--- src/fpss_pkg.sv ---
package fpss_pkg;

    // ------------------------------------------------------------------
    // Widths
    // ------------------------------------------------------------------
    localparam int XLEN       = 32;
    localparam int FLEN       = 64;
    localparam int NAME_W     = 5;
    localparam int PADDR_W    = 6;
    localparam int OFFS_W     = 3;
    localparam int NUM_OFFS   = 4;
    localparam int SB_DEPTH   = 4;
    localparam int SB_IDX_W   = 2;
    localparam int ID_W       = 5;
    localparam int OP_W       = 4;
    localparam int CFG_ADDR_W = 4;

    // ------------------------------------------------------------------
    // Opcodes, everything else is illegal
    // ------------------------------------------------------------------
    localparam logic [OP_W-1:0] OP_FSGNJ   = 4'd1;
    localparam logic [OP_W-1:0] OP_FSGNJN  = 4'd2;
    localparam logic [OP_W-1:0] OP_FSGNJX  = 4'd3;
    localparam logic [OP_W-1:0] OP_FMV_W_X = 4'd4;
    localparam logic [OP_W-1:0] OP_FMV_X_W = 4'd5;

    // Low bit of each instruction field
    localparam int OP_LSB  = 28;
    localparam int RD_LSB  = 23;
    localparam int RS1_LSB = 18;
    localparam int RS2_LSB = 13;

    localparam logic [XLEN-1:0] CANON_NAN = 32'h7FC0_0000;

    // Register word, raw or as a NaN-boxed single
    typedef union packed {
        logic [FLEN-1:0] raw;
        struct packed {
            logic [FLEN-XLEN-1:0] box;
            logic                 sign;
            logic [7:0]           exp;
            logic [22:0]          mant;
        } f;
    } fpss_reg_u;

endpackage
--- src/fpss_cfg_apb.sv ---
`timescale 1ns/1ps

module fpss_cfg_apb (
    input  logic                             clk_i,
    input  logic                             rst_n_i,
    input  logic [fpss_pkg::CFG_ADDR_W-1:0]  paddr_i,
    input  logic                             psel_i,
    input  logic                             penable_i,
    input  logic                             pwrite_i,
    input  logic [31:0]                      pwdata_i,
    output logic [31:0]                      prdata_o,
    output logic                             pready_o,
    output logic                             pslverr_o,
    output logic [fpss_pkg::NUM_OFFS-1:0][fpss_pkg::OFFS_W-1:0] offsets_o
);
    import fpss_pkg::*;

    logic addr_ok;
    logic wr_en;

    // Only word-aligned addresses are mapped
    assign addr_ok = (paddr_i[1:0] == 2'b00);

    // No wait states
    assign pready_o  = psel_i & penable_i;
    assign wr_en     = pready_o & pwrite_i & addr_ok;
    assign pslverr_o = pready_o & pwrite_i & ~addr_ok;

    // Identity mapping out of reset
    always_ff @(posedge clk_i) begin
        if (!rst_n_i) begin
            for (int k = 0; k < NUM_OFFS; k++) begin
                offsets_o[k] <= OFFS_W'(k);
            end
        end else if (wr_en) begin
            offsets_o[paddr_i[CFG_ADDR_W-1:2]] <= pwdata_i[OFFS_W-1:0];
        end
    end

    always_comb begin
        prdata_o = '0;
        if (addr_ok) begin
            prdata_o[OFFS_W-1:0] = offsets_o[paddr_i[CFG_ADDR_W-1:2]];
        end
    end

endmodule

--- config.mk ---
export PLATFORM = sky130hd
export DESIGN_NAME = fpss_cfg_apb
export DESIGN_NICKNAME = d
export VERILOG_FILES = /design/src/fpss_pkg.sv /design/src/fpss_cfg_apb.sv
export SDC_FILE = /design/constraint.sdc
export NUM_CORES = 1
export LEC_CHECK = 0
export ABC_AREA = 1
export BUFFER_PORTS_ARGS = -buffer_cell sky130_fd_sc_hd__buf_2
export CORE_UTILIZATION = 30
export DETAILED_ROUTE_END_ITERATION = 7
export PLACE_DENSITY = 0.68
export SYNTH_ARGS = -nofsm -noshare
export SYNTH_HDL_FRONTEND = slang
export SYNTH_SLANG_ARGS = --single-unit
--- constraint.sdc ---
create_clock -name clk_i -period 0.9 [get_ports clk_i]
set_input_delay 0.135 -clock clk_i [delete_from_list [all_inputs] [get_ports clk_i]]
set_output_delay 0.135 -clock clk_i [all_outputs]
set_load 0.1 [all_outputs]
; Word-level counts from Yosys, hierarchy flattened
; Cells that the tools add are included.
[op_classes]
magnitude_cmp = 2
n_mux = 6
bitwise_logic = 5
n_reduce_logical = 2
[op_table]
columns = operator, n
row1 = bitwise mux 12 bit, 1
row2 = two-way mux 3 bit, 3
row3 = binary-select mux 3 bit (select 2 bit), 1
row4 = demux 3 bit (select 2 bit), 1
row5 = AND 1 bit, 4
row6 = < comparator 2 x 3 -> 1 bit (second input constant), 1
row7 = greater-or-equal comparator 2 x 1 -> 1 bit (second input constant), 1
row8 = zero test 2 bit, 1
row9 = logical AND 1 bit, 1
row10 = NOT 1 bit, 1
[totals]
register_bits = 12
inputBits = 41
output_inout_bits = 46

; Depth between registers and ports, before layout
[logic_depth]
word_depth = 5
depth_mapped = 7

; Worst setup path after synthesis
; Ideal clock, no wire load.
[synth_timing]
path_type = reg-to-output
from = register offsets_o[5] in the netlist's numbering
to = output prdata_o[2]
arrival_ns = 2.546
t_required_ns = 0.765
slack_ns = -1.781
path_stages_with_launch = 5
cell_sequence = dfxtp_1 inv_1 o21ai_0 nor2_1 nor2_1
[synth_between]
elab_chain_len = 3
[synth_lines]
columns = item, line_no
row1 = start: declaration, fpss_cfg_apb.sv:14  ; output logic [fpss_pkg::NUM_OFFS-1:0][fpss_pkg::OFFS_W-1:0] offsets_o
row2 = start signal: indexed assignment, fpss_cfg_apb.sv:33  ; offsets_o[k] <= OFFS_W'(k);
row3 = start signal: indexed assignment, fpss_cfg_apb.sv:36  ; offsets_o[paddr_i[CFG_ADDR_W-1:2]] <= pwdata_i[OFFS_W-1:0];
row4 = binary-select mux 3 bit (select 2 bit), fpss_cfg_apb.sv:43  ; prdata_o[OFFS_W-1:0] = offsets_o[paddr_i[CFG_ADDR_W-1:2]];
row5 = two-way mux 3 bit (implied by the code), fpss_cfg_apb.sv:43
row6 = two-way mux 3 bit, fpss_cfg_apb.sv:42  ; if (addr_ok) begin
row7 = end: declaration, fpss_cfg_apb.sv:11  ; output logic [31:0] prdata_o,
; Every way passes these cells. The select of a mux whose other input is x is not followed.

; Final worst setup path
[layout_timing]
from = register offsets_o[8] in the netlist's numbering
to = output prdata_o[2]
; The elaborated chain is that of the path after synthesis.

==> results.toml <==
[synthesis]
synth_cells = 152
yosys.area_share.xor_xnor_pct = 0
ys_warn_count = 0
synth_area_per_cell_sq_um = 6.14
yosysUniqueCellTypes = 13
ys_seq_area_share_pct = 25.7
synthMuxAreaShare_pct = 0
netlist_area_sq_um = 933
yosys.area_share.adder_pct = 0
synthSimpleGateAreaFrac_pct = 36.2
ys_seq_elements = 12
synth_top_family_by_area = "simple AND/OR/NAND/NOR gates"
synth-compound-area-share_pct = 2.14

[global_route]
grt_max_degree = 14
grt_usage_pct = 13.7
grt_remaining_overflow = 0
grt_pass1_vias = 808
grt_pass1_wl_um = 3480
grt_antenna_before_repair = 0

[sta]
setup_viol = 15
skew_ps = 0
hold_viol_final = 0
maxSlewViolCount = 0
min_period_ps = 1260
post-route-period-util_pct = 140
max_freq_mhz = 795
rsz0062_at_grt = "true"
fin_ws_ps = -358

[setup_path]
reg2reg_to = "offsets_o[8]"
path_class = "reg2out"
r2r-start = "offsets_o[8]"
worst_setup_path_startpoint = "offsets_o[8]"
worstPathMaxFanout = 2
ff2ff_setup_slack_ps = 150
worstPathRequired_ps = 760
arrival_ps = 1120
cp-start-kind = "register"
crit_path_end = "prdata_o[2]"
reg2reg_depth = 5
cp-end-kind = "primary output"

[pwr]
combPwrFrac_pct = 51.6
p_per_area_nw_per_um2 = 1050
p_sw_mw = 0.910
p_seq_share_pct = 29.7
p_int_mw = 0.790
ir_worst_vdd_mv = 0.797
p_total_mw = 1.70
leakage_nw = 0.815
clockPowerShare_pct = 18.7
swShare_pct = 53.5

[drt]
dr.pass1.iters = 8
vias = 989
wl_per_cell_um = 9.34
drt_iter0_drc = 42
drc_errors = 3
drt_wl_total_um = 2200
avgViaCountPerCell = 4.21
antenna_left = 0

[floorplanning]
die_area_sq_um = 3340
core-area_sq_um = 2850
rows = 19
die_x_um = 57.8
initial_core_util_pct = 32.7
fp.dieH_um = 57.8
num_io_pins = 87

[clock_network]
clk_latency_ps = 260
cts_sinks = 12
clkSlewWorstSetupHoldPaths_ps = 70
numCtsBuffers = 3
cts_max_level = 1
clk_path_buf_depth = 2
hold_buffers = 0
cts_root_buffer = "clkbuf_4"
cts_tree = "built"

[layout]
largest_reg_flops = 12
final_cell_mix = "35 x nand2_1, 29 x conb_1, 21 x inv_1"
syn2layout_area_growth_pct = 74.1
drive_gt1_share_pct = 43.1
fill_cells = 268
fin_util_pct = 57.0
layout_commonest_cell = "nand2_1"
reg_top3 = "offsets_o: 12 flops"
nNetsFinal = 247
top_register = "offsets_o"
antennaDiodeCount = 0
layoutNonFillerInstCount = 235

[flow_run]
drv_cap = 0

[run_status]
outcome = "complete, but fails checks"
violations = "design-rule violations, negative setup slack"

[min_path]
min_path_type = "in2reg"
min_path_cells = 3

[place]
dp_hpwl_um = 1730
gp_congestion = 0.834
placed_cells_incl_taps = 230
port_buffers = 28
==> worst max-delay path, cell delays in order (launching register included) <==
cell	delay [ps]
dfxtp_4	350
inv_2	40
o21ai_2	120
nor2_2	60
nor2_4	100
buf_12	180
==> timing repair <==
item                                    in CTS  in global routing
cloned                                       0                  0
gates resized for setup                     16                  8
setup buffers                                1                  4
pin swaps                                    5                  1
endpoints found under the setup margin      15                 15
==> power groups by stage <==
stage	clock network, mW	logic (mW)	registers, mW
5_1_grt	0.371	0.906	0.505
3_3_place_gp	0	0.860	0.517
3_5_place_dp	0	0.862	0.517
2_1_floorplan	0	0.787	0.546
6_report	0.318	0.876	0.505
4_1_cts	0.333	0.871	0.504
==> kinds of logic after synthesis <==
group                  Yosys count
AOI/OAI and AO/OA                4
buffers and inverters           58
DFF                             12
other                            1
and+or+nand+nor                 77
==> per-stage QoR <==
step                      TNS [ps]  hold slack, ps  area, sq um  setup WS (ps)
after detailed placement     -1750             421         1510           -244
after global placement       -1540             418         1510           -245
after global routing         -3300             144         1630           -411
after floorplan              -1480             247         1130           -492
final                        -2680             145         1630           -358
after CTS                    -2750             140         1600           -371
==> worst min-delay path by stage <==
stage                         end        start
floorplan            offsets_o[0]      rst_n_i
global placement     offsets_o[7]  pwdata_i[1]
detailed placement   offsets_o[7]  pwdata_i[1]
CTS                  offsets_o[7]  pwdata_i[1]
global route        offsets_o[10]  pwdata_i[1]
finish               offsets_o[7]  pwdata_i[1]
==> Yosys cell counts, drive strengths merged <==
master | instances | area, sq um
clkbuf | 1 | 3.75
buf | 31 | 230
nor2 | 21 | 81.3
nand2 | 35 | 131
conb | 1 | 3.75
nand4 | 8 | 50.1
nand3 | 13 | 75.1
dfxtp | 12 | 240
o21ai | 4 | 20.0
inv | 26 | 97.6
==> per-layer routing <==
| metal | track usage (%) | wire, um | up-vias |
|---|---|---|---|
| met5 | 0 | 0 | - |
| met4 | 2.04 | 10 | 0 |
| met3 | 4.69 | 148 | 2 |
| met2 | 21.8 | 1070 | 41 |
| met1 | 18.3 | 963 | 437 |
| li1 | - | - | 509 |
==> final cells by class <==
| class | instances | area [sq um] | share of cell area, % |
|---|---|---|---|
| inverter | 26 | 101 | 6.24 |
| sequential | 12 | 285 | 17.6 |
| clock buffer | 3 | 22.5 | 1.39 |
| timing repair buffer | 53 | 648 | 39.9 |
| tap | 31 | 38.8 | 2.39 |
| multi-input combinational | 110 | 529 | 32.6 |
Note: power is estimated with default switching activity, not from simulation.
