File: config.mk
export PLATFORM = sky130hd
export DESIGN_NAME = fpss_exec_pipe_flat
export DESIGN_NICKNAME = d
export VERILOG_FILES = /design/src/fpss_pkg.sv /design/src/fpss_wb_if.sv /design/src/fpss_exec_if.sv /design/src/fpss_exec_pipe.sv /design/src/flat_wrapper.sv
export SDC_FILE = /design/constraint.sdc
export NUM_CORES = 1
export LEC_CHECK = 0
export BUFFER_PORTS_ARGS = -buffer_cell sky130_fd_sc_hd__buf_4
export CORE_MARGIN = 3
export CORE_UTILIZATION = 41
export CTS_CLUSTER_SIZE = 24
export DETAILED_ROUTE_END_ITERATION = 12
export GPL_TIMING_DRIVEN = 0
export HOLD_SLACK_MARGIN = 0.1
export PLACE_DENSITY_LB_ADDON = 0.2
export SYNTH_ARGS = -nofsm -noshare
export SYNTH_HDL_FRONTEND = slang
export SYNTH_SLANG_ARGS = --single-unit
File: constraint.sdc
create_clock -name clk_i -period 27 [get_ports clk_i]
set_clock_uncertainty 0.15 [all_clocks]
set_input_delay 5.4 -clock clk_i [delete_from_list [all_inputs] [get_ports clk_i]]
set_output_delay 5.4 -clock clk_i [all_outputs]
set_load 0.05 [all_outputs]
File: src/fpss_pkg.sv
package fpss_pkg;

    // ------------------------------------------------------------------
    // Widths
    // ------------------------------------------------------------------
    localparam int XLEN       = 32;
    localparam int FLEN       = 64;
    localparam int NAME_W     = 5;
    localparam int PADDR_W    = 6;
    localparam int OFFS_W     = 3;
    localparam int NUM_OFFS   = 4;
    localparam int SB_DEPTH   = 4;
    localparam int SB_IDX_W   = 2;
    localparam int ID_W       = 5;
    localparam int OP_W       = 4;
    localparam int CFG_ADDR_W = 4;

    // ------------------------------------------------------------------
    // Opcodes, everything else is illegal
    // ------------------------------------------------------------------
    localparam logic [OP_W-1:0] OP_FSGNJ   = 4'd1;
    localparam logic [OP_W-1:0] OP_FSGNJN  = 4'd2;
    localparam logic [OP_W-1:0] OP_FSGNJX  = 4'd3;
    localparam logic [OP_W-1:0] OP_FMV_W_X = 4'd4;
    localparam logic [OP_W-1:0] OP_FMV_X_W = 4'd5;

    // Low bit of each instruction field
    localparam int OP_LSB  = 28;
    localparam int RD_LSB  = 23;
    localparam int RS1_LSB = 18;
    localparam int RS2_LSB = 13;

    localparam logic [XLEN-1:0] CANON_NAN = 32'h7FC0_0000;

    // Register word, raw or as a NaN-boxed single
    typedef union packed {
        logic [FLEN-1:0] raw;
        struct packed {
            logic [FLEN-XLEN-1:0] box;
            logic                 sign;
            logic [7:0]           exp;
            logic [22:0]          mant;
        } f;
    } fpss_reg_u;

endpackage
File: src/fpss_wb_if.sv
`timescale 1ns/1ps

interface fpss_wb_if;
    import fpss_pkg::*;

    logic                valid;
    logic [PADDR_W-1:0]  rd_addr;
    fpss_reg_u           data;
    logic [SB_IDX_W-1:0] sb_idx;

    modport src (output valid, rd_addr, data, sb_idx);

    // Register file and scoreboard both listen
    modport dst (input valid, rd_addr, data, sb_idx);

endinterface

File: src/fpss_exec_if.sv
`timescale 1ns/1ps

interface fpss_exec_if;
    import fpss_pkg::*;

    logic                valid;
    logic                ready;
    logic [OP_W-1:0]     op;
    fpss_reg_u           a;
    fpss_reg_u           b;
    logic [XLEN-1:0]     arg;
    logic [PADDR_W-1:0]  rd_addr;
    logic [ID_W-1:0]     id;
    logic [SB_IDX_W-1:0] sb_idx;
    logic                error;

    modport issue (
        output valid, op, a, b, arg, rd_addr, id, sb_idx, error,
        input  ready
    );

    modport exec (
        input  valid, op, a, b, arg, rd_addr, id, sb_idx, error,
        output ready
    );

endinterface

File: src/fpss_exec_pipe.sv
`timescale 1ns/1ps

module fpss_exec_pipe (
    input  logic                      clk_i,
    input  logic                      rst_n_i,
    fpss_exec_if.exec                 ex,
    fpss_wb_if.src                    wb,
    output logic [fpss_pkg::ID_W-1:0] acc_rsp_id_o,
    output logic [fpss_pkg::XLEN-1:0] acc_rsp_data_o,
    output logic                      acc_rsp_error_o,
    output logic                      acc_rsp_valid_o,
    input  logic                      acc_rsp_ready_i
);
    import fpss_pkg::*;

    fpss_reg_u                         res;
    logic                              run_q;
    logic                              advance;
    logic [2:0]                        s_valid;
    logic [2:0]                        s_wr;
    logic [2:0]                        s_err;
    fpss_reg_u [2:0]                   s_data;
    logic [2:0][PADDR_W-1:0]           s_rd;
    logic [2:0][ID_W-1:0]              s_id;
    logic [2:0][SB_IDX_W-1:0]          s_idx;

    // Magnitude always comes from rs1
    always_comb begin
        res = ex.a;
        case (ex.op)
            OP_FSGNJ:   res.f.sign = ex.b.f.sign;
            OP_FSGNJN:  res.f.sign = ~ex.b.f.sign;
            OP_FSGNJX:  res.f.sign = ex.a.f.sign ^ ex.b.f.sign;
            OP_FMV_W_X: res.raw = {{(FLEN-XLEN){1'b1}}, ex.arg};
            default:    res = ex.a;
        endcase
    end

    // ------------------------------------------------------------------
    // Lock-step stages, all hold on response back-pressure
    // ------------------------------------------------------------------
    assign advance  = ~s_valid[2] | acc_rsp_ready_i;
    assign ex.ready = run_q & advance;

    always_ff @(posedge clk_i) begin
        if (!rst_n_i) begin
            run_q   <= 1'b0;
            s_valid <= '0;
        end else begin
            run_q <= 1'b1;
            if (advance) begin
                s_valid <= {s_valid[1:0], ex.valid & ex.ready};
            end
        end
    end

    always_ff @(posedge clk_i) begin
        if (advance) begin
            s_wr   <= {s_wr[1:0], ~ex.error & (ex.op != OP_FMV_X_W)};
            s_err  <= {s_err[1:0], ex.error};
            s_data <= {s_data[1:0], res};
            s_rd   <= {s_rd[1:0], ex.rd_addr};
            s_id   <= {s_id[1:0], ex.id};
            s_idx  <= {s_idx[1:0], ex.sb_idx};
        end
    end

    // Response from the last stage
    assign acc_rsp_valid_o = s_valid[2];
    assign acc_rsp_id_o    = s_id[2];
    assign acc_rsp_error_o = s_err[2];
    assign acc_rsp_data_o  = s_err[2] ? '0 : s_data[2].raw[XLEN-1:0];

    // Writeback on the transfer edge
    assign wb.valid   = s_valid[2] & acc_rsp_ready_i & s_wr[2];
    assign wb.rd_addr = s_rd[2];
    assign wb.data    = s_data[2];
    assign wb.sb_idx  = s_idx[2];

endmodule

File: src/flat_wrapper.sv
// flat-port wrapper written by rule: the top's interface ports become plain ports
module fpss_exec_pipe_flat import fpss_pkg::*;
  (clk_i, rst_n_i, acc_rsp_id_o, acc_rsp_data_o, acc_rsp_error_o, acc_rsp_valid_o, acc_rsp_ready_i, ex_valid, ex_op, ex_a, ex_b, ex_arg, ex_rd_addr, ex_id, ex_sb_idx, ex_error, ex_ready, wb_valid, wb_rd_addr, wb_data, wb_sb_idx);
  fpss_exec_if ex_i ();
  fpss_wb_if wb_i ();
  input  logic clk_i;
  input  logic rst_n_i;
  output logic [fpss_pkg::ID_W-1:0] acc_rsp_id_o;
  output logic [fpss_pkg::XLEN-1:0] acc_rsp_data_o;
  output logic acc_rsp_error_o;
  output logic acc_rsp_valid_o;
  input  logic acc_rsp_ready_i;
  input wire logic [$bits(ex_i.valid)-1:0] ex_valid;
  input wire logic [$bits(ex_i.op)-1:0] ex_op;
  input wire logic [$bits(ex_i.a)-1:0] ex_a;
  input wire logic [$bits(ex_i.b)-1:0] ex_b;
  input wire logic [$bits(ex_i.arg)-1:0] ex_arg;
  input wire logic [$bits(ex_i.rd_addr)-1:0] ex_rd_addr;
  input wire logic [$bits(ex_i.id)-1:0] ex_id;
  input wire logic [$bits(ex_i.sb_idx)-1:0] ex_sb_idx;
  input wire logic [$bits(ex_i.error)-1:0] ex_error;
  output wire logic [$bits(ex_i.ready)-1:0] ex_ready;
  output wire logic [$bits(wb_i.valid)-1:0] wb_valid;
  output wire logic [$bits(wb_i.rd_addr)-1:0] wb_rd_addr;
  output wire logic [$bits(wb_i.data)-1:0] wb_data;
  output wire logic [$bits(wb_i.sb_idx)-1:0] wb_sb_idx;
  assign ex_i.valid = ex_valid;
  assign ex_i.op = ex_op;
  assign ex_i.a = ex_a;
  assign ex_i.b = ex_b;
  assign ex_i.arg = ex_arg;
  assign ex_i.rd_addr = ex_rd_addr;
  assign ex_i.id = ex_id;
  assign ex_i.sb_idx = ex_sb_idx;
  assign ex_i.error = ex_error;
  assign ex_ready = ex_i.ready;
  assign wb_valid = wb_i.valid;
  assign wb_rd_addr = wb_i.rd_addr;
  assign wb_data = wb_i.data;
  assign wb_sb_idx = wb_i.sb_idx;
  fpss_exec_pipe u_core (.clk_i(clk_i), .rst_n_i(rst_n_i), .ex(ex_i), .wb(wb_i), .acc_rsp_id_o(acc_rsp_id_o), .acc_rsp_data_o(acc_rsp_data_o), .acc_rsp_error_o(acc_rsp_error_o), .acc_rsp_valid_o(acc_rsp_valid_o), .acc_rsp_ready_i(acc_rsp_ready_i));
endmodule
# Word-level counts from Yosys, hierarchy flattened
# Index checks and enable logic that the tools add are counted.
totals:
  ff_bits: 241
  out_inout_bits: 113
classes:
  bitwise_logic: 10
  eq_ne: 5
  mux: 4
ops:
  columns: ["operator", "n"]
  rows:
  - ["$mux W32", 1]
  - ["$mux W31", 1]
  - ["$eq A4 B2 Y1 const B", 2]
  - ["$and A1 B1 Y1", 5]
  - ["$eq A4 B1 Y1 const B", 1]
  - ["$eq A4 B3 Y1 const B", 1]
  - ["$ne A4 B3 Y1 const B", 1]
  - ["$pmux W1 S4", 1]
  - ["$not A1 Y1", 3]
  - ["$mux W1", 1]
  - ["$or A1 B1 Y1", 1]
  - ["$xor A1 B1 Y1", 1]

# Depth between registers and ports, before layout
depth:
  word_depth: 4
  mapped_depth: 4
  ltp_nobuf: 4

# Least setup slack after synthesis
# OpenSTA, ideal clock, no wires.
synth_path:
  kind: "input-to-output"
  from: "input port acc_rsp_ready_i"
  to: "output port ex_ready"
  arrival_ps: 10925
  slack_ps: 10525
  stages: 3
  n_path_buf: 0
  t_required_ps: 21450
  path_cell_list: "nor2b_1 -> inv_1 -> and2_1"
synth_via:
  elab_chain_cells: 2
synth_rtl:
  columns: ["item", "line", "rtl"]
  rows:
  - ["start: declaration", "flat_wrapper.sv:12", "input logic acc_rsp_ready_i;"]
  - ["$or A1 B1 Y1", "fpss_exec_pipe.sv:42", "assign advance = ~s_valid[2] | acc_rsp_ready_i;"]
  - ["$and A1 B1 Y1", "fpss_exec_pipe.sv:43", "assign ex.ready = run_q & advance;"]
  - ["end: declaration", "flat_wrapper.sv:22", "output wire logic [$bits(ex_i.ready)-1:0] ex_ready;"]
# Every way passes these cells.

# Worst setup path in the final report
# Same ends and word-level chain as after synthesis.

==> results.toml <==
[run_status]
status = "finished, final reports clean"

[final_layout]
layout_cell_share_with_drive_strength_beyond_1_pct = 57.3
final_nets = 889
finish.instance_area_mm2 = 0.0116
fill_cell_count = 1638
antennaDiodeCount = 0
layout_common_cells = "308 x buf_4, 237 x edfxtp_1, 34 x nor2b_1, 32 x or2_2, 25 x clkbuf_16"
final_common_cell = "buf_4"
syn_to_final_growth_pct = 32.4

[sta]
hold_viol = 0
worst_tran_pin_value_ns = 1.02
timing.final.setup_violations = 0
grt_setup_unrepaired = "false"
tns_ns = 0
post-route-min-period_ns = 12.36
fmax_ghz = 0.0809
slew_viol_final = 0
postLayoutSetupSlackWorst_ns = 14.64
min_period_over_period_pct = 45.8
worst_slew_margin_rel_pct = 31.9

[clocking]
cts_setup_buffers = 0
ctsHoldBuffers = 0
ctsResizeCount = 0
cts_root_buf = "clkbuf_16"
tritoncts_num_sinks = 241
cts_max_path_buffers = 3
cts_buffers = 25
tritoncts = "yes"
clk_pin_slew_worst_paths_ns = 0.06
htreeDepth = 1
worst_skew_pair.late_latency_ns = 0.51

[synth]
cell_area_after_technology_mapping_mm2 = 0.00879
synthesis_warning_total = 0
synth.net_count = 630
yosysUniqueCellTypes = 27
synth.mux.area_fraction_pct = 4.43
main_combinational_cell_family_by_area_after_synthesis = "buffers and inverters"
seq_area_frac_synth_pct = 81.9
synth.top_cells.by_area = "edfxtp_1 81%, buf_4 6.6%, mux2_2 2.9%, nor2b_1 2.4%, or2_2 2.3%"
yosys_register_bits = 241
yosys.area_share.simple_pct = 5.62
share_of_synthesized_cell_area_in_full_adder_half_adder_and_majority_cells_pct = 0
synth-compound-area-share_pct = 0.712
yosys.area.top_type_share_pct = 81.0
postSynthCellCount = 448
dominantRegCellSynth = "edfxtp_1"
yosysTopAreaCell = "edfxtp_1"
synth_xor_xnor_area_share_pct = 0
synth.avg_cell_area_um2 = 19.6
async_flop_share_pct = 0
number_of_enable_type_register_cells_in_the_synthesized_netlist = 237

[global_routing]
grt_max_degree = 139
grt_use_total_pct = 12.5
grt-ovfl-total = 0
via_count_of_the_first_global_routing_pass = 4457
initial_antenna_violation_count = 0
grt_pass1_wl_um = 23200

[placement]
post-place-ws_ns = 14.60
placed_area_mm2 = 0.0109
number_of_port_buffers = 231
dp_hpwl_um = 10400
gpl.final_weighted_congestion = 0.782

[critical_path]
crit_slowest_cell = "nor2b_1"
stage_delay_of_the_slowest_cell_on_the_critical_path_ns = 0.46
crit_required_ns = 21.45
endpoint_kind_of_the_worst_setup_timing_path = "output pin"
path_cells = "buf_4 -> nor2b_1 -> inv_8 -> and2_1 -> buf_4"
arrival_ns = 6.81
worst_setup_path_start_kind = "input port"
path_class = "input port to output pin"
cp_common_cell = "buf_4"
critical_path_buf_inv_count = 3
critical-path-top-delay-family = "simple AND/OR/NAND/NOR gates"
worst-path-max-fanout = 103

[power]
internal-power_w = 0.000664
power.density_cell_area_mw_per_mm2 = 74.4
vdd.ir_drop.worst_v = 0.0000351
power.combinational.fraction_pct = 12.6
share_of_power_burned_in_registers_pct = 51.7
net-switching-power_w = 0.000203
power.share.switching_pct = 23.4
clock_power_share_pct = 35.7
power_leakage_nw = 4.81

[drt]
route.final.wire_length_um = 15100
routed_via_density = 4.35
routed-via-count = 4323
dr.first_iter.drc_count = 190
post_drt_wl_per_cell_um = 15.2
drc = 0
drt.antenna.violating_nets = 0
drt-pass1-iter-count = 4

[die]
die_area_mm2 = 0.0232
initial_utilization_pct = 42.6
core_area_mm2 = 0.0206
fp-row-count = 52
dieWidth_um = 152
io-pin-count = 295
chipHeight_um = 152

[hold_path]
worst_hold_path_type = "register to register"

[job]
maxCapViolations = 0
[cells in the mapped netlist (2+ instances only)]
| cell | count |
|---|---|
| nand2_1 | 3 |
| buf_4 | 77 |
| dfxtp_1 | 4 |
| clkbuf_1 | 6 |
| inv_1 | 3 |
| a21boi_0 | 2 |
| edfxtp_1 | 237 |
| or2_2 | 32 |
| mux2_2 | 23 |
| mux2_4 | 8 |
| o21ai_0 | 2 |
| nor2b_1 | 34 |
| buf_6 | 3 |
[metal layers]
layer / global-route usage, % / share of wire [%] / up-vias
li1: - / - / 2091
met3: 2.90 / 6.5 / 26
met4: 4.11 / 2.1 / 0
met1: 15.9 / 41 / 2050
met2: 21.2 / 50 / 156
met5: 0 / 0 / -
[worst paths after layout]
check | from | end | slack (ns) | depth (start not counted)
hold reg to reg | u_core.s_data[71] | u_core.wb.data[7] | 0.26 | 0
setup reg to reg | u_core.s_valid[2] | u_core.s_data[116] | 24.75 | 3
hold / removal | u_core.s_data[71] | u_core.wb.data[7] | 0.26 | 0
setup / recovery | acc_rsp_ready_i | ex_ready | 14.64 | 5
[cell type report]
type	instances	area, um^2	area share, %
plain buffers	86	634	5.45
clock buffers	29	641	5.50
clock inverters	15	101	0.871
inverters	3	18.8	0.161
multi-input cells	118	946	8.13
flip-flops and latches	241	7200	61.8
well taps	270	338	2.90
repair buffers	232	1760	15.1
[kinds of logic (layout without fill, tap and decap cells)]
family	Yosys count	after routing
AOI/OAI and AO/OA	9	9
buffers and inverters	89	365
DFF	241	241
muxes	32	32
and+or+nand+nor	77	77
[stage by stage]
| step | std cells | power, W | utilization [%] | hold WS [ns] |
|---|---|---|---|---|
| 3_5_place_dp | 950 | 0.000566 | 52.8 | 0.255 |
| 5_1_grt | 994 | 0.000903 | 56.4 | 0.266 |
| 2_1_floorplan | 448 | 0.000525 | - | 0.250 |
| 6_report | 994 | 0.000866 | 56.4 | 0.257 |
| 3_3_place_gp | 949 | 0.000564 | 52.7 | 0.251 |
| 4_1_cts | 994 | 0.000878 | 56.4 | 0.252 |
[registers in the layout, summed over array words and instances (netlist names)]
register             count
u_core.s_wr              3
u_core.s_err             3
u_core.run_q             1
u_core.s_data          128
u_core.wb.data          64
u_core.s_id             10
u_core.acc_rsp_id_o      5
u_core.s_rd             12
u_core.s_idx             4
u_core.s_valid           3
u_core.wb.sb_idx         2
u_core.wb.rd_addr        6
[power groups by stage]
stage / clock (W) / sequential, W / combinational, W
final: 0.000309 / 0.000448 / 0.000109
after global routing: 0.000339 / 0.000451 / 0.000114
after CTS: 0.000320 / 0.000449 / 0.000110
after detailed placement: 0 / 0.000456 / 0.000110
after global placement: 0 / 0.000456 / 0.000108
after floorplan: 0 / 0.000454 / 0.0000716
Note: power is estimated with default switching activity, not from simulation.
