## src/fpss_pkg.sv

```systemverilog
package fpss_pkg;

    // ------------------------------------------------------------------
    // Widths
    // ------------------------------------------------------------------
    localparam int XLEN       = 32;
    localparam int FLEN       = 64;
    localparam int NAME_W     = 5;
    localparam int PADDR_W    = 6;
    localparam int OFFS_W     = 3;
    localparam int NUM_OFFS   = 4;
    localparam int SB_DEPTH   = 4;
    localparam int SB_IDX_W   = 2;
    localparam int ID_W       = 5;
    localparam int OP_W       = 4;
    localparam int CFG_ADDR_W = 4;

    // ------------------------------------------------------------------
    // Opcodes, everything else is illegal
    // ------------------------------------------------------------------
    localparam logic [OP_W-1:0] OP_FSGNJ   = 4'd1;
    localparam logic [OP_W-1:0] OP_FSGNJN  = 4'd2;
    localparam logic [OP_W-1:0] OP_FSGNJX  = 4'd3;
    localparam logic [OP_W-1:0] OP_FMV_W_X = 4'd4;
    localparam logic [OP_W-1:0] OP_FMV_X_W = 4'd5;

    // Low bit of each instruction field
    localparam int OP_LSB  = 28;
    localparam int RD_LSB  = 23;
    localparam int RS1_LSB = 18;
    localparam int RS2_LSB = 13;

    localparam logic [XLEN-1:0] CANON_NAN = 32'h7FC0_0000;

    // Register word, raw or as a NaN-boxed single
    typedef union packed {
        logic [FLEN-1:0] raw;
        struct packed {
            logic [FLEN-XLEN-1:0] box;
            logic                 sign;
            logic [7:0]           exp;
            logic [22:0]          mant;
        } f;
    } fpss_reg_u;

endpackage
```

## src/fpss_wb_if.sv

```systemverilog
`timescale 1ns/1ps

interface fpss_wb_if;
    import fpss_pkg::*;

    logic                valid;
    logic [PADDR_W-1:0]  rd_addr;
    fpss_reg_u           data;
    logic [SB_IDX_W-1:0] sb_idx;

    modport src (output valid, rd_addr, data, sb_idx);

    // Register file and scoreboard both listen
    modport dst (input valid, rd_addr, data, sb_idx);

endinterface

```

## src/fpss_scoreboard.sv

```systemverilog
`timescale 1ns/1ps

module fpss_scoreboard (
    input  logic                                 clk_i,
    input  logic                                 rst_n_i,
    input  logic                                 push_valid_i,
    input  logic [fpss_pkg::PADDR_W-1:0]         push_addr_i,
    output logic [fpss_pkg::SB_IDX_W-1:0]        push_idx_o,
    input  logic [2:0][fpss_pkg::PADDR_W-1:0]    test_addrs_i,
    input  logic [2:0]                           test_en_i,
    output logic                                 collision_o,
    output logic                                 full_o,
    fpss_wb_if.dst                               wb
);
    import fpss_pkg::*;

    logic [SB_DEPTH-1:0]              ent_valid;
    logic [SB_DEPTH-1:0][PADDR_W-1:0] ent_addr;

    // Lowest free entry wins
    always_comb begin
        push_idx_o = '0;
        for (int i = SB_DEPTH - 1; i >= 0; i--) begin
            if (!ent_valid[i]) begin
                push_idx_o = SB_IDX_W'(i);
            end
        end
    end

    assign full_o = &ent_valid;

    always_comb begin
        collision_o = 1'b0;
        for (int t = 0; t < 3; t++) begin
            for (int e = 0; e < SB_DEPTH; e++) begin
                if (test_en_i[t] && ent_valid[e] && ent_addr[e] == test_addrs_i[t]) begin
                    collision_o = 1'b1;
                end
            end
        end
    end

    // Pop and push never hit the same entry
    always_ff @(posedge clk_i) begin
        if (!rst_n_i) begin
            ent_valid <= '0;
        end else begin
            if (wb.valid) begin
                ent_valid[wb.sb_idx] <= 1'b0;
            end
            if (push_valid_i) begin
                ent_valid[push_idx_o] <= 1'b1;
            end
        end
    end

    always_ff @(posedge clk_i) begin
        if (push_valid_i) begin
            ent_addr[push_idx_o] <= push_addr_i;
        end
    end

endmodule

```

## src/flat_wrapper.sv

```systemverilog
// flat-port wrapper written by rule: the top's interface ports become plain ports
module fpss_scoreboard_flat import fpss_pkg::*;
  (clk_i, rst_n_i, push_valid_i, push_addr_i, push_idx_o, test_addrs_i, test_en_i, collision_o, full_o, wb_valid, wb_rd_addr, wb_data, wb_sb_idx);
  fpss_wb_if wb_i ();
  input  logic clk_i;
  input  logic rst_n_i;
  input  logic push_valid_i;
  input  logic [fpss_pkg::PADDR_W-1:0] push_addr_i;
  output logic [fpss_pkg::SB_IDX_W-1:0] push_idx_o;
  input  logic [2:0][fpss_pkg::PADDR_W-1:0] test_addrs_i;
  input  logic [2:0] test_en_i;
  output logic collision_o;
  output logic full_o;
  input wire logic [$bits(wb_i.valid)-1:0] wb_valid;
  input wire logic [$bits(wb_i.rd_addr)-1:0] wb_rd_addr;
  input wire logic [$bits(wb_i.data)-1:0] wb_data;
  input wire logic [$bits(wb_i.sb_idx)-1:0] wb_sb_idx;
  assign wb_i.valid = wb_valid;
  assign wb_i.rd_addr = wb_rd_addr;
  assign wb_i.data = wb_data;
  assign wb_i.sb_idx = wb_sb_idx;
  fpss_scoreboard u_core (.clk_i(clk_i), .rst_n_i(rst_n_i), .push_valid_i(push_valid_i), .push_addr_i(push_addr_i), .push_idx_o(push_idx_o), .test_addrs_i(test_addrs_i), .test_en_i(test_en_i), .collision_o(collision_o), .full_o(full_o), .wb(wb_i));
endmodule
```

## config.mk

```make
export PLATFORM = sky130hd
export DESIGN_NAME = fpss_scoreboard_flat
export DESIGN_NICKNAME = d
export VERILOG_FILES = /design/src/fpss_pkg.sv /design/src/fpss_wb_if.sv /design/src/fpss_scoreboard.sv /design/src/flat_wrapper.sv
export SDC_FILE = /design/constraint.sdc
export NUM_CORES = 1
export LEC_CHECK = 0
export BUFFER_PORTS_ARGS = -buffer_cell sky130_fd_sc_hd__buf_2
export CORE_MARGIN = 1
export CORE_UTILIZATION = 47
export DETAILED_ROUTE_END_ITERATION = 12
export PLACE_DENSITY = 0.85
export REMOVE_ABC_BUFFERS = 1
export SLEW_MARGIN = 20
export SYNTH_ARGS = -nofsm -noshare
export SYNTH_HDL_FRONTEND = slang
export SYNTH_SLANG_ARGS = --single-unit
```

## constraint.sdc

```tcl
create_clock -name clk_i -period 3.4 [get_ports clk_i]
set_clock_uncertainty 0.05 [all_clocks]
set_input_delay 0.51 -clock clk_i [delete_from_list [all_inputs] [get_ports clk_i]]
set_output_delay 0.51 -clock clk_i [all_outputs]
set_load 0.02 [all_outputs]
```

-- After elaboration in Yosys (flattened, before gate mapping)
Cells that the tools add are included.
- flip-flop bits (word level): 28
- bits in latches: 0
- memory bits (writable): 0
- ROM bits: 0
- input port bits: 103
- output and inout port bits: 4
- logic and storage cells: 77
- memories: 0
- $add $sub $neg: 0
- multipliers: 0
- divide/modulo/power cells: 0
- magnitude comparators: 4
- equal/unequal tests: 12
- shifts and indexed selects: 0
- multiplexer cells: 26
- bitwise gates (word level): 3
- reduce and logical (&&, ||, !) cells: 27
- operator list (operator ; number):
    $eq A6 B6 Y1 ; 12
    $logic_and A1 B1 Y1 ; 26
    $bwmux W24 ; 1
    $mux W1 ; 14
    $demux W6 S2 ; 1
    $mux W4 ; 3
    $mux W2 ; 4
    $lt A2 B3 Y1 const B ; 2
    $mux W6 ; 1
    $and A4 B4 Y4 ; 1
    $demux W1 S2 ; 2
    $ge A2 B1 Y1 const B ; 2
    $not A4 Y4 ; 1
    $or A4 B4 Y4 ; 1
    $reduce_and A4 Y1 ; 1

-- Depth between registers and ports, before layout
Gate-level depths: netlist of run 1.
- depth in word-level cells: 14
- mapped depth: 6
- gate-level depth less buffers: 5

-- Worst setup path after synthesis of run 1
Ideal clock, no wire load.
- kind: input-to-output
- start: in test_addrs_i[10] (netlist bit)
- end: out collision_o
- arrival time: 1.391 ns
- slack: 1.449 ns
- stages: 6
- buffers on the path: 1
- cell sequence: buf_2 xnor2_1 nand3_1 nor4_1 nor4_1 nand3_1
- longest elaborated chain between the ends: 10
- elaborated cells on any way between the ends: 16
- RTL lines (item ; line ; source):
    start: declaration ; flat_wrapper.sv:10 ; input logic [2:0][fpss_pkg::PADDR_W-1:0] test_addrs_i;
    $eq A6 B6 Y1 ; fpss_scoreboard.sv:36 ; if (test_en_i[t] && ent_valid[e] && ent_addr[e] == test_addrs_i[t]) begin
    $logic_and A1 B1 Y1 ; fpss_scoreboard.sv:36 ;
    $mux W1 (3 in series) ; fpss_scoreboard.sv:36 ;
    $mux W1 (*) (5 in series) ; fpss_scoreboard.sv:36 ;
    end: declaration ; flat_wrapper.sv:12 ; output logic collision_o;
Mark *: on every way between the ends. The rest lies on a longest branch, timed or not.

-- Final worst setup path of run 1
- start: reg u_core.ent_addr[19] (netlist bit)
- end: out collision_o
- longest elaborated chain between the ends: 11
- elaborated cells on any way between the ends: 15
- RTL lines (item ; line ; source):
    start: declaration ; fpss_scoreboard.sv:18 ; logic [SB_DEPTH-1:0][PADDR_W-1:0] ent_addr;
    start signal: indexed assignment ; fpss_scoreboard.sv:59 ; ent_addr[push_idx_o] <= push_addr_i;
    $eq A6 B6 Y1 ; fpss_scoreboard.sv:36 ;
    $logic_and A1 B1 Y1 ; fpss_scoreboard.sv:36 ;
    $mux W1 (8 in series) ; fpss_scoreboard.sv:36 ;
    $mux W1 (*) ; fpss_scoreboard.sv:36 ;
Marks and branches as above.

==> results.yml, run 1 <==
run_status:
  status: "complete, no violations"
drt:
  drc: 0
  drt_iter0_drc: 77
  wl_per_cell_um: 15.23
  vias: 1350
  postRouteAntennaNets: 0
  wl_um: 3822
  viasPerCell: 5.378
  drt_pass1_iterations: 4
worst_setup_path:
  start_kind: "register"
  cp_max_fo: 3
  r2r-start: "u_core.ent_valid[1]"
  end_kind: "output pin"
  path_depth: 6
  crit_chain: "xnor2_1 > nand3_1 > nor4_1 > nor4_1 > nand3_1 > buf_2"
  path_class: "reg -> out"
  timing.rr.end: "u_core.ent_addr[0]"
  slowest_stage: "edfxtp_1"
  critPathMaxStageDelay_ns: 0.46
  reg2reg_depth: 3
  critPathBufInv: 1
  rrSetupSlack_ns: 1.67
  worstPathRequired_ns: 2.84
  arrival_ns: 1.76
  cp_top_family: "simple AND/OR/NAND/NOR gates"
min_path:
  hold_class: "in -> reg"
  hold_end: "u_core.ent_addr[21]"
  min_from: "push_addr_i[3]"
  hold_depth: 1
synth:
  synth_adder_area_share_pct: 0
  synth_simple_gate_area_share_pct: 15.49
  syn_inst: 170
  synth-seq-area-share_pct: 43.48
  synthMuxAreaShare_pct: 0
  yosysUniqueCellTypes: 26
  synth_area_mm2: 0.001842
  ys.warnings.count: 0
  avgSynthCellArea_um2: 10.83
  synth_top_family_by_area: "XOR/XNOR gates"
  synth_compound_area_share_pct: 3.397
  synthArstFlopShare_pct: 0
  synth-main-ff-cell: "edfxtp_1"
  synth_xor_area_share_pct: 34.24
  synth_edf_count: 24
  ys_seq_elements: 28
clocking:
  path_clk_slew_ns: 0.09
  cts-resized-gates: 0
  cts_made_buffers: 3
  clock_sinks: 28
  cts_tree: "done"
  cts-hold-fix-buffers: 0
  htree_levels: 1
  cts_root_buf: "clkbuf_8"
  worstSkewPairLatency_ns: 0.27
  postCtsSetupRepairBufs: 0
  clockBufferDepth: 2
timing:
  fin_crit_sh_pct: 68.29
  post-route-min-period_ns: 2.322
  tightest_slew_ns: 0.6277
  hold_violations: 0
  grt_setup_unrepaired: "false"
  fmax_ghz: 0.4307
  setup_viol: 0
  drv_slew: 0
  tns_ns: 0
  relSlewSlack_pct: 57.97
floorplan:
  die-area_mm2: 0.004173
  start_util_pct: 49.56
  core_mm2: 0.003716
  fp.dieW_um: 64.60
  ios: 107
  rows: 22
  die_h_um: 64.60
pwr:
  switchingPower_mw: 0.1722
  p_seq_share_pct: 57.6
  vdd_drop_max_v: 0.0002804
  internal_power_mw: 0.5277
  p_leak_nw: 0.7110
  swShare_pct: 24.60
  power_frac_comb_pct: 18.0
  p_per_area_mw_per_mm2: 336.6
  clock_power_share_pct: 24.4
grt:
  grt_max_degree: 16
  track_usage_pct: 19.55
  antenna_found_initial: 0
  grt_first_pass_wirelength_um: 5892
  grt_overflow: 0
  first_global_vias: 1283
placement:
  io_buffers: 36
  hpwl_um: 3201
  place.gp.congestion: 1.002
  dp_cells: 247
finish:
  num_antenna_cells: 0
  drive_above_1_share_pct: 21.18
  instances_no_fill: 251
  mostFrequentLayoutCell: "xnor2_1"
  layout_common_cells: "xnor2_1, buf_2, nand3_1"
  nets: 307
  area_growth_pct: 12.91
job:
  max_cap_violations: 0
flip-flops by register name (all words and copies together), names as in the netlist:
name and flops:
u_core.ent_addr 24, u_core.ent_valid 4
cells in the mapped netlist, types with 2 or more instances:
library cell / count / share of area [%]
nor4_1: 15 / 5.1
nand3_1: 25 / 6.8
dfxtp_1: 4 / 4.3
buf_2: 4 / 1.1
nand2_1: 2 / 0.41
a31oi_1: 2 / 0.68
xor2_1: 24 / 11
o21a_1: 3 / 1.2
buf_6: 2 / 1.2
inv_1: 3 / 0.61
xnor2_1: 48 / 23
edfxtp_1: 24 / 39
cell families after synthesis:
logic type / count (synthesis)
and+or+nand+nor: 50
buffers and inverters: 11
DFF: 28
AOI/OAI and AO/OA: 9
xor gates and xnor gates: 72
worst reg2reg max path: stages, from the launching register on:
cell,delay (ns)
dfxtp_1,0.50
o21ai_1,0.11
and2_4,0.18
nor3b_2,0.53
worst max path at each step:
stage	start	to	slack (ns)
6_report	u_core.ent_addr[19]	collision_o	1.08
2_1_floorplan	test_addrs_i[4]	collision_o	1.59
3_3_place_gp	test_addrs_i[2]	collision_o	1.22
5_1_grt	u_core.ent_addr[15]	collision_o	0.96
4_1_cts	u_core.ent_addr[7]	collision_o	1.08
3_5_place_dp	test_addrs_i[3]	collision_o	1.21
stage by stage:
step           cell area, um^2  util [%]  setup WS (ns)  power (mW)  hold WS, ns
3_3_place_gp              2034     54.75          1.224      0.5339       0.5877
5_1_grt                   2079     55.96         0.9626      0.7287       0.3977
3_5_place_dp              2034     54.75          1.214      0.5373       0.6056
4_1_cts                   2079     55.96          1.075      0.7036       0.4027
6_report                  2079     55.96          1.078      0.6999       0.4026
2_1_floorplan             1794         -          1.589      0.4782       0.5093
layer usage:
layer / routed length (um) / up-vias / track usage [%] / part of all wire, %
met5: 0 / - / 0 / 0
met4: 139 / 0 / 11.67 / 3.6
met3: 143 / 14 / 1.232 / 3.7
met2: 1781 / 46 / 31.97 / 47
met1: 1759 / 626 / 25.42 / 46
li1: - / 664 / - / -
power by group through the flow:
stage               combinational (mW)  sequential (mW)  clock, mW
global route                     0.137            0.405      0.187
floorplan                       0.0724            0.406          0
CTS                              0.127            0.403      0.174
finish                           0.126            0.403      0.171
global placement                 0.124            0.410          0
detailed placement               0.127            0.411          0
final cells by class:
type	instances	area [um^2]
inverter	4	15.01
clock buffer	3	41.29
timing repair buffer	36	180.2
sequential	28	800.8
fill	341	1637
tap	48	60.06
clock inverter	1	3.754
multi-input combinational	131	978.4
Power figures use the tool's default switching activity.
==> run 2, diff against run 1 <==
Settings changed: ABC_AREA set to 1, CORE_UTILIZATION 47 to 42, PLACE_DENSITY 0.85 to 0.77.
Clock period 3.4 ns to 2 ns, I/O delays scaled along.
==> run 2 against run 1 <==
Cell area increased by 21%. Worst setup slack worse by 1.0 ns. Non-clock buffer count up 3. Synthesized cell count rose by 100%. Worst hold slack got worse by 0.21 ns. Largest cell class unchanged.
==> results.yml, run 2 <==
grt:
  track_usage_pct: 23.47
  first_global_vias: 2031
  grt_overflow: 0
  grt_first_pass_wirelength_um: 9356
  grt_max_degree: 16
  antenna_found_initial: 0
worst_setup_path:
  critPathBufInv: 1
  crit_chain: "nand2_1 > a21oi_1 > nand3_1 > nor2_1 > nand2_1 > nand2_2 > nor2_2 > nand3_1 > buf_6"
  start_kind: "register"
  cp_max_fo: 6
  path_class: "reg -> out"
  end_kind: "output pin"
  critPathMaxStageDelay_ns: 0.52
  slowest_stage: "dfxtp_1"
  cp_top_family: "simple AND/OR/NAND/NOR gates"
  arrival_ns: 1.59
  worstPathRequired_ns: 1.65
drt:
  drt_pass1_iterations: 4
  wl_per_cell_um: 13.14
  wl_um: 5926
  drt_iter0_drc: 221
  viasPerCell: 4.914
  drc: 0
  vias: 2216
  postRouteAntennaNets: 0
synth:
  syn_inst: 342
  synth_top_area_share_pct: 33.20
  ys_seq_elements: 28
  avgSynthCellArea_um2: 6.347
  synth_common_cells: "nand2_1, inv_1, nor2_1, edfxtp_1, nand3_1"
  synth_area_mm2: 0.002171
  ys.warnings.count: 0
  yosysUniqueCellTypes: 21
  synth-seq-area-share_pct: 36.89
  synth_top_area_cell: "edfxtp_1"
  synth_area_leaders: "edfxtp_1, nand2_1, inv_1, nor2_1, nand3_1"
  synth_edf_count: 24
  yosysMostFrequentCell: "nand2_1"
  synthArstFlopShare_pct: 0
  synth-main-ff-cell: "edfxtp_1"
timing:
  finalWorstSetupSlack_ns: 0.05584
  relSlewSlack_pct: 73.99
  tightest_slew_ns: 0.3897
  drv_slew: 0
  hold_violations: 0
  fin_crit_sh_pct: 97.21
  post-route-min-period_ns: 1.944
  setup_viol: 0
  fmax_ghz: 0.5144
  grt_setup_unrepaired: "true"
clocking:
  htree_levels: 1
  cts_tree: "done"
  clockBufferDepth: 2
  cts_made_buffers: 3
  clock_sinks: 28
  worstSkewPairLatency_ns: 0.27
  path_clk_slew_ns: 0.08
  cts_root_buf: "clkbuf_8"
placement:
  hpwl_um: 4879
  place.gp.congestion: 0.9560
  place_ws_ns: 0.3332
  io_buffers: 36
min_path:
  hold_class: "in -> reg"
finish:
  drive_above_1_share_pct: 17.97
  mostFrequentLayoutCell: "nand2_1"
  final_core_util_pct: 51.79
  layout_common_cells: "nand2_1, inv_1, buf_2"
  multi_input_area_mm2: 0.001141
  top_register: "u_core.ent_addr"
  nets: 488
  top_regs: "u_core.ent_addr x24, u_core.ent_valid x4"
  largest_reg_flops: 24
  area_growth_pct: 15.68
  num_antenna_cells: 0
  seqCellArea_um2: 803.3
  fill_cells: 506
pwr:
  p_per_area_mw_per_mm2: 492.1
  vdd_drop_max_v: 0.0004159
  p_leak_nw: 1.283
floorplan:
  die_h_um: 73.90
  rows: 25
  ios: 107
  die-area_mm2: 0.005460
  start_util_pct: 44.77
  fp.dieW_um: 73.90
  core_mm2: 0.004848
job:
  max_cap_violations: 0
run_status:
  status: "complete, no violations"
-- run 2: changes by cell type after synthesis, moves of 5 or more --
cell,change
inv_2,+13
nand2_1,+143
xor2_1,-16
a21oi_1,+12
nor4_1,-15
o21ai_0,+13
nand3_1,-5
nor2_1,+31
inv_1,+42
xnor2_1,-42
-- run 2: power breakdown --
part | switching, mW | total [mW] | internal [mW]
Sequential | 0.0285 | 0.685 | 0.656
Clock | 0.153 | 0.295 | 0.143
Combinational | 0.160 | 0.255 | 0.0951
-- run 2: what timing repair did --
item / in CTS / in global routing
buffers inserted: 0 / 2
hold buffers: 0 / 0
endpoints found under the setup margin: 0 / 1
gates resized for setup: 0 / 9
hold endpoints to repair: 0 / 0
-- run 2: worst paths after layout --
| path | startpoint | to | slack (ns) | cells past startpoint |
|---|---|---|---|---|
| worst max-delay path | u_core.ent_valid[2] | collision_o | 0.06 | 9 |
| worst max register to register | u_core.ent_valid[0] | u_core.ent_addr[14] | 0.44 | 6 |
| worst min register to register | u_core.ent_valid[1] | u_core.ent_valid[1] | 0.52 | 2 |
| worst min-delay path | push_addr_i[0] | u_core.ent_addr[18] | 0.19 | 1 |
-- run 2: worst register-to-register path: cells and delay by family, from the launching register on --
family / cells / cell delay (ns)
AO/OA/AOI/OAI: 1 / 0.20
buffers and inverters: 3 / 0.46
flip-flops: 1 / 0.35
AND/OR/NAND/NOR: 2 / 0.18
-- run 2: per-layer routing --
metal	track usage [%]	vias to the layer above	share of wire (%)
li1	-	1140	-
met1	30.58	970	43
met2	39.96	93	48
met3	1.783	13	6.1
met4	10.04	0	2.6
met5	0	-	0
-- run 2: cells by family after synthesis --
family | after synthesis | synth area share [%]
AO/OA/AOI/OAI | 33 | 8.876
AND/OR/NAND/NOR | 205 | 37.69
flip-flops | 28 | 36.89
XOR/XNOR | 14 | 5.649
buffers and inverters | 62 | 10.89
-- run 2: area by class of cell --
| cell class | instances | area share [%] |
|---|---|---|
| Clock buffer | 4 | 1.794 |
| Inverter | 61 | 9.118 |
| Multi-Input combinational cell | 252 | 45.44 |
| Sequential cell | 28 | 31.99 |
| Tap cell | 67 | 3.338 |
| Timing Repair Buffer | 39 | 8.321 |
-- run 2: stage by stage --
stage               cells  total power [mW]  area, um^2  hold slack, ns   TNS, ns
finish                451             1.236        2511          0.1930         0
global route          451             1.292        2511          0.1922  -0.02200
CTS                   449             1.232        2480          0.1907         0
detailed placement    445            0.9451        2435          0.4720         0
global placement      445            0.9424        2435          0.4670         0
floorplan             341            0.8315        2163          0.3489         0
